===== src/exe_pkg.sv =====
`default_nettype none

package exe_pkg;

    // datapath and address width
    localparam int xlen = 32;

    // destination register index width
    localparam int reg_addr_w = 5;

    // control field widths
    localparam int alu_op_w = 4;
    localparam int bj_w = 4;
    localparam int wb_sel_w = 2;
    localparam int width_w = 2;

    // alu function, low three bits of alu_op
    // bit 3 is the option bit: sub instead of add, sra instead of srl
    localparam logic [2:0] alu_add = 3'd0;
    localparam logic [2:0] alu_sll = 3'd1;
    localparam logic [2:0] alu_slt = 3'd2;
    localparam logic [2:0] alu_sltu = 3'd3;
    localparam logic [2:0] alu_xor = 3'd4;
    localparam logic [2:0] alu_srl = 3'd5;
    localparam logic [2:0] alu_or = 3'd6;
    localparam logic [2:0] alu_and = 3'd7;

    // branch and jump kinds
    localparam logic [bj_w-1:0] bj_none = 4'd0;
    localparam logic [bj_w-1:0] bj_jal = 4'd1;
    localparam logic [bj_w-1:0] bj_jalr = 4'd2;
    localparam logic [bj_w-1:0] bj_beq = 4'd8;
    localparam logic [bj_w-1:0] bj_bne = 4'd9;
    localparam logic [bj_w-1:0] bj_blt = 4'd12;
    localparam logic [bj_w-1:0] bj_bge = 4'd13;
    localparam logic [bj_w-1:0] bj_bltu = 4'd14;
    localparam logic [bj_w-1:0] bj_bgeu = 4'd15;

    // writeback source
    localparam logic [wb_sel_w-1:0] wb_alu = 2'd0;
    localparam logic [wb_sel_w-1:0] wb_mem = 2'd1;
    localparam logic [wb_sel_w-1:0] wb_pc = 2'd2;

    // access size, shared by loads and stores
    localparam logic [width_w-1:0] width_byte = 2'd0;
    localparam logic [width_w-1:0] width_half = 2'd1;
    localparam logic [width_w-1:0] width_word = 2'd2;

    // data memory, word addressed by address bits [dmem_aw+1:2]
    localparam int dmem_words = 256;
    localparam int dmem_aw = $clog2(dmem_words);

endpackage

`default_nettype wire

===== src/execute.sv =====
`timescale 1ns/10ps
`default_nettype none

module execute (
    input  wire                            clk,
    input  wire                            rst_n,
    input  wire  [exe_pkg::xlen-1:0]       next_pc_exe,
    input  wire  [exe_pkg::xlen-1:0]       reg1,
    input  wire  [exe_pkg::xlen-1:0]       reg2,
    input  wire  [exe_pkg::xlen-1:0]       imm,
    input  wire  [exe_pkg::bj_w-1:0]       bj_inst_exe,
    input  wire  [exe_pkg::alu_op_w-1:0]   alu_op_exe,
    input  wire  [exe_pkg::wb_sel_w-1:0]   wb_sel_exe,
    input  wire  [exe_pkg::width_w-1:0]    read_width_exe,
    input  wire  [exe_pkg::reg_addr_w-1:0] wrt_dst_exe,
    input  wire                            mem_wrt_en_exe,
    input  wire                            reg_wrt_en_exe,
    input  wire                            read_unsigned_exe,
    input  wire                            rd_en_exe,
    input  wire                            jalr_exe,
    input  wire                            data_sel_exe,
    output logic [exe_pkg::xlen-1:0]       next_pc_mem,
    output logic [exe_pkg::xlen-1:0]       write_data_mem,
    output logic [exe_pkg::xlen-1:0]       alu_result_mem,
    output logic [exe_pkg::xlen-1:0]       branch_pc,
    output logic [exe_pkg::wb_sel_w-1:0]   wb_sel_mem,
    output logic [exe_pkg::width_w-1:0]    read_width_mem,
    output logic [exe_pkg::reg_addr_w-1:0] wrt_dst_mem,
    output logic                           mem_wrt_en_mem,
    output logic                           reg_wrt_en_mem,
    output logic                           read_unsigned_mem,
    output logic                           rd_en_mem,
    output logic                           branch
);

    import exe_pkg::*;

    logic [xlen-1:0] alu_in_b;
    logic [xlen-1:0] branch_base;
    logic [xlen-1:0] alu_result_exe;

    // immediate forms take the second operand from imm
    assign alu_in_b = data_sel_exe ? imm : reg2;

    // jalr is register relative, everything else pc relative
    assign branch_base = jalr_exe ? reg1 : next_pc_exe;
    assign branch_pc = branch_base + imm;

    alu exe_alu (
        .in_a       (reg1),
        .in_b       (alu_in_b),
        .alu_op     (alu_op_exe[2:0]),
        .option_bit (alu_op_exe[3]),
        .result     (alu_result_exe)
    );

    branch_ctrl exe_branch_ctrl (
        .bj_inst (bj_inst_exe),
        .in_a    (reg1),
        .in_b    (reg2),
        .branch  (branch)
    );

    // ex/mem boundary, advances every clock
    always_ff @(posedge clk or negedge rst_n) begin
        if (!rst_n) begin
            next_pc_mem <= '0;
            write_data_mem <= '0;
            alu_result_mem <= '0;
            wb_sel_mem <= '0;
            read_width_mem <= '0;
            wrt_dst_mem <= '0;
            mem_wrt_en_mem <= 1'b0;
            reg_wrt_en_mem <= 1'b0;
            read_unsigned_mem <= 1'b0;
            rd_en_mem <= 1'b0;
        end else begin
            next_pc_mem <= next_pc_exe;
            write_data_mem <= reg2;
            alu_result_mem <= alu_result_exe;
            wb_sel_mem <= wb_sel_exe;
            read_width_mem <= read_width_exe;
            wrt_dst_mem <= wrt_dst_exe;
            mem_wrt_en_mem <= mem_wrt_en_exe;
            reg_wrt_en_mem <= reg_wrt_en_exe;
            read_unsigned_mem <= read_unsigned_exe;
            rd_en_mem <= rd_en_exe;
        end
    end

endmodule

`default_nettype wire


===== src/branch_ctrl.sv =====
`timescale 1ns/10ps
`default_nettype none

module branch_ctrl (
    input  wire  [exe_pkg::bj_w-1:0] bj_inst,
    input  wire  [exe_pkg::xlen-1:0] in_a,
    input  wire  [exe_pkg::xlen-1:0] in_b,
    output logic                     branch
);

    import exe_pkg::*;

    logic equal;
    logic lt_signed;
    logic lt_unsigned;

    assign equal = in_a == in_b;
    assign lt_signed = $signed(in_a) < $signed(in_b);
    assign lt_unsigned = in_a < in_b;

    always_comb begin
        case (bj_inst)
            // jumps are always taken
            bj_jal, bj_jalr: begin
                branch = 1'b1;
            end
            bj_beq: begin
                branch = equal;
            end
            bj_bne: begin
                branch = !equal;
            end
            bj_blt: begin
                branch = lt_signed;
            end
            bj_bge: begin
                branch = !lt_signed;
            end
            bj_bltu: begin
                branch = lt_unsigned;
            end
            bj_bgeu: begin
                branch = !lt_unsigned;
            end
            default: begin
                branch = 1'b0;
            end
        endcase
    end

endmodule

`default_nettype wire


===== src/alu.sv =====
`timescale 1ns/10ps
`default_nettype none

module alu (
    input  wire  [exe_pkg::xlen-1:0] in_a,
    input  wire  [exe_pkg::xlen-1:0] in_b,
    input  wire  [2:0]               alu_op,
    input  wire                      option_bit,
    output logic [exe_pkg::xlen-1:0] result
);

    import exe_pkg::*;

    logic [4:0]      shamt;
    logic [xlen-1:0] b_operand;
    logic [xlen-1:0] sum;
    logic [xlen-1:0] srl_result;
    logic [xlen-1:0] sra_result;
    logic            lt_signed;
    logic            lt_unsigned;

    assign shamt = in_b[4:0];

    // subtract is add of the inverted operand with a carry-in
    assign b_operand = option_bit ? ~in_b : in_b;
    assign sum = in_a + b_operand + {{(xlen - 1){1'b0}}, option_bit};

    assign lt_signed = $signed(in_a) < $signed(in_b);
    assign lt_unsigned = in_a < in_b;

    assign srl_result = in_a >> shamt;
    // kept on its own so the shift stays signed
    assign sra_result = $signed(in_a) >>> shamt;

    always_comb begin
        case (alu_op)
            alu_add: begin
                result = sum;
            end
            alu_sll: begin
                result = in_a << shamt;
            end
            alu_slt: begin
                result = {{(xlen - 1){1'b0}}, lt_signed};
            end
            alu_sltu: begin
                result = {{(xlen - 1){1'b0}}, lt_unsigned};
            end
            alu_xor: begin
                result = in_a ^ in_b;
            end
            alu_srl: begin
                result = option_bit ? sra_result : srl_result;
            end
            alu_or: begin
                result = in_a | in_b;
            end
            default: begin
                result = in_a & in_b;
            end
        endcase
    end

endmodule

`default_nettype wire


===== config.mk =====
export PLATFORM = sky130hd
export DESIGN_NAME = execute
export DESIGN_NICKNAME = d
export VERILOG_FILES = /design/src/exe_pkg.sv /design/src/execute.sv /design/src/branch_ctrl.sv /design/src/alu.sv
export SDC_FILE = /design/constraint.sdc
export NUM_CORES = 1
export LEC_CHECK = 0
export BUFFER_PORTS_ARGS = -buffer_cell sky130_fd_sc_hd__buf_2
export CAP_MARGIN = 30
export CORE_MARGIN = 8
export CORE_UTILIZATION = 45
export CTS_CLUSTER_DIAMETER = 30
export CTS_CLUSTER_SIZE = 30
export DETAILED_ROUTE_END_ITERATION = 10
export GPL_TIMING_DRIVEN = 0
export PLACE_DENSITY_LB_ADDON = 0.25
export SLEW_MARGIN = 30
export SYNTH_ARGS = -nofsm -noshare
export SYNTH_HDL_FRONTEND = slang
export SYNTH_SLANG_ARGS = --single-unit
export TNS_END_PERCENT = 10

===== constraint.sdc =====
create_clock -name clk -period 10.56 [get_ports clk]
set_input_delay 1.056 -clock clk [delete_from_list [all_inputs] [get_ports clk]]
set_output_delay 1.056 -clock clk [all_outputs]
set_load 0.01 [all_outputs]

==> run metrics <==
CP Cell Sequence=buf_6, mux2i_2, clkbuf_1, clkbuf_1, buf_1, xnor2_1, ha_1, nand2_1, o21ai_0, a311oi_1, o22ai_1, o21ai_0, or2_2, o311ai_0; share of cells above drive strength 1=between 10% and 20%; Core Util, Final=between 50% and 60%; Synth top area share=between 10% and 20%; global placer's final weighted congestion=between 1 and 1.5; Final setup viols=0; overall power=1.95 mW; status=finished, final reports clean; FP Rows=between 60 and 70; Post-synth EDFFs=0; FFs w/ async S/R, synth=100%; Final Hold Vio Count=0; Synth area leaders=dfrtp_1 19%, ha_1 16%, mux2i_1 11%; Power Density=around 120 nW/um2; Worst Tran Pin Value=approximately 1100 ps; syn avg cell area=roughly 8 um2; Slew Limit Fails=0; most common library cells after synthesis=190 x ha_1, 154 x a21oi_1, 154 x mux2i_1; Core ar.=approximately 32000 um2; slowest stage cell, crit path=mux2i_2; Final ANT Viol Nets=0; gr ovfl total=0; post-CTS setup buffers=0; area of the multi-input gates=10900 um2; PortBufs=between 200 and 300; Yosys cell types=84; Main synth FF type=dfrtp_1; startpoint types=input pin; sequential share of the synthesized area=roughly a fifth; DRT Wirelength=about 74000 um; # IOs=~300; unrepaired setup endpoints after global routing=no; worst setup margin=roughly 3800 ps; Worst Path Required=around 11000 ps; die area=around 38000 um2; CP peak stage delay=860 ps; Peak VDD IR=0.102 mV; layout filler cell count=3087; CTS sink cnt=approximately 110; CTS tree=built; cts hold-fix bufs=0; clk slew on worst S/H paths=around 90 ps; Detailed Routing Iterations Pass 1=6; dpl ws=around 3700 ps; DP HPWL=59900 um; first-pass GRT wire length=around 110000 um; most frequent cell after synthesis=ha_1; post-route setup TNS=0 ps; fmax=147 MHz; max cap viols=0; crit path capture type=register; cell taking the most area after synthesis=dfrtp_1; Die Wd=196 um; crit path buf inv count=4; CP max FO=11; Tmin final=6810 ps; Chip Height=196 um; critical path class=input pin to register; via density per instance=between 6 and 7; Reg area=2730 um2; vias=about 16000; DRT iter0 DRCs=approximately 2100; Tot GR Track Use=a little under two fifths; DR WL/cell=29.5 um; pin count of the biggest net entering global routing=slightly below 70; starting density of the core=45.9%; synth warn=0; Syn Nets=between 2000 and 2500; area grow syn2layout=16.1%; TritonCTS buffer count=9; Gate Count Post-Synth=around 1800; delay-heaviest family, CP=compound AO/OA/AOI/OAI gates; DRC=0; Critical Path AT=around 7000 ps; Leakage=8.22 nW; Synth Register Bits=around 110; Final period util=between 60 and 70%; final net count=2452; Synth Cell Area=14500 um2; vias in the first global route=16700; Root Buffer=clkbuf_16; Max transition margin=28.8%; Clock Path Buffers=2; H-tree Lvls=3; Hold Path Class=input pin to async pin; Resized cells post-CTS=0; antenna violations before repair=1
-- logic make-up (layout without fill, tap and decap cells) --
family | count (synthesis) | after routing | share of synthesized area [%]
AOI/OAI and AO/OA | 528 | 528 | 23.9
buffers and inverters | 233 | 540 | 6.50
xor gates and xnor gates | 79 | 79 | 4.77
adders and majority gates | 192 | 192 | 16.7
DFF | 109 | 109 | 18.8
and+or+nand+nor | 458 | 458 | 14.3
muxes | 206 | 206 | 15.1
other | 0 | 1 | 0
-- where the power goes --
group | switching, mW | internal [mW]
combinational | 0.713 | 0.381
clock | 0.180 | 0.215
sequential | 0.00782 | 0.450
total | 0.901 | 1.05
-- flip-flops by register name, summed over array words and instances (netlist names) --
signal             flops
reg_wrt_en_mem         1
wb_sel_mem             2
mem_wrt_en_mem         1
wrt_dst_mem            5
read_width_mem         2
next_pc_mem           32
rd_en_mem              1
alu_result_mem        32
read_unsigned_mem      1
write_data_mem        32
-- cell usage in the layout (no fill, tap or decap), types with 38 or more instances in the layout --
cell type and n:
nor2_1 145, nand3_1 38, mux2i_1 152, dfrtp_1 109, clkbuf_1 56, inv_1 131
nand2_1 150, a21oi_1 154, xnor2_1 63, buf_2 309, mux2_2 43, o21ai_0 85
ha_1 190
-- per-layer routing --
| layer | GRT usage [%] | routed length, um |
|---|---|---|
| met5 | 0 | 16 |
| met4 | 25.3 | 5260 |
| met3 | 8.65 | 6780 |
| met2 | 60.4 | 33600 |
| met1 | 44.7 | 28700 |
-- path summary, 6_finish.rpt --
check,start,to,slack [ps],cells after the start
setup / recovery,data_sel_exe,alu_result_mem[30]$_DFF_PN0_,3750,14
hold / removal,rst_n,alu_result_mem[15]$_DFF_PN0_,580,1
max in group asynchronous,rst_n,alu_result_mem[29]$_DFF_PN0_,9260,2
min in group clk,wrt_dst_exe[1],wrt_dst_mem[1]$_DFF_PN0_,760,1
-- stage by stage --
stage          std cells  hold WS, ps  cell area, um2
2_1_floorplan       1805          760           14500
3_3_place_gp        2496         1160           16500
3_5_place_dp        2497         1020           16500
4_1_cts             2513          593           16800
5_1_grt             2514          610           16800
6_report            2515          582           16800
-- area by class of cell --
type | count | area share (%)
Buffer | 99 | 2.61
Timing Repair Buffer | 291 | 8.85
Tap cell | 402 | 2.99
Inverter | 134 | 2.99
Clock inverter | 5 | 0.483
Sequential cell | 109 | 16.2
Antenna cell | 1 | 0.0149
Multi-Input combinational cell | 1463 | 64.4
Clock buffer | 11 | 1.44
(Power assumes the default switching activity.)
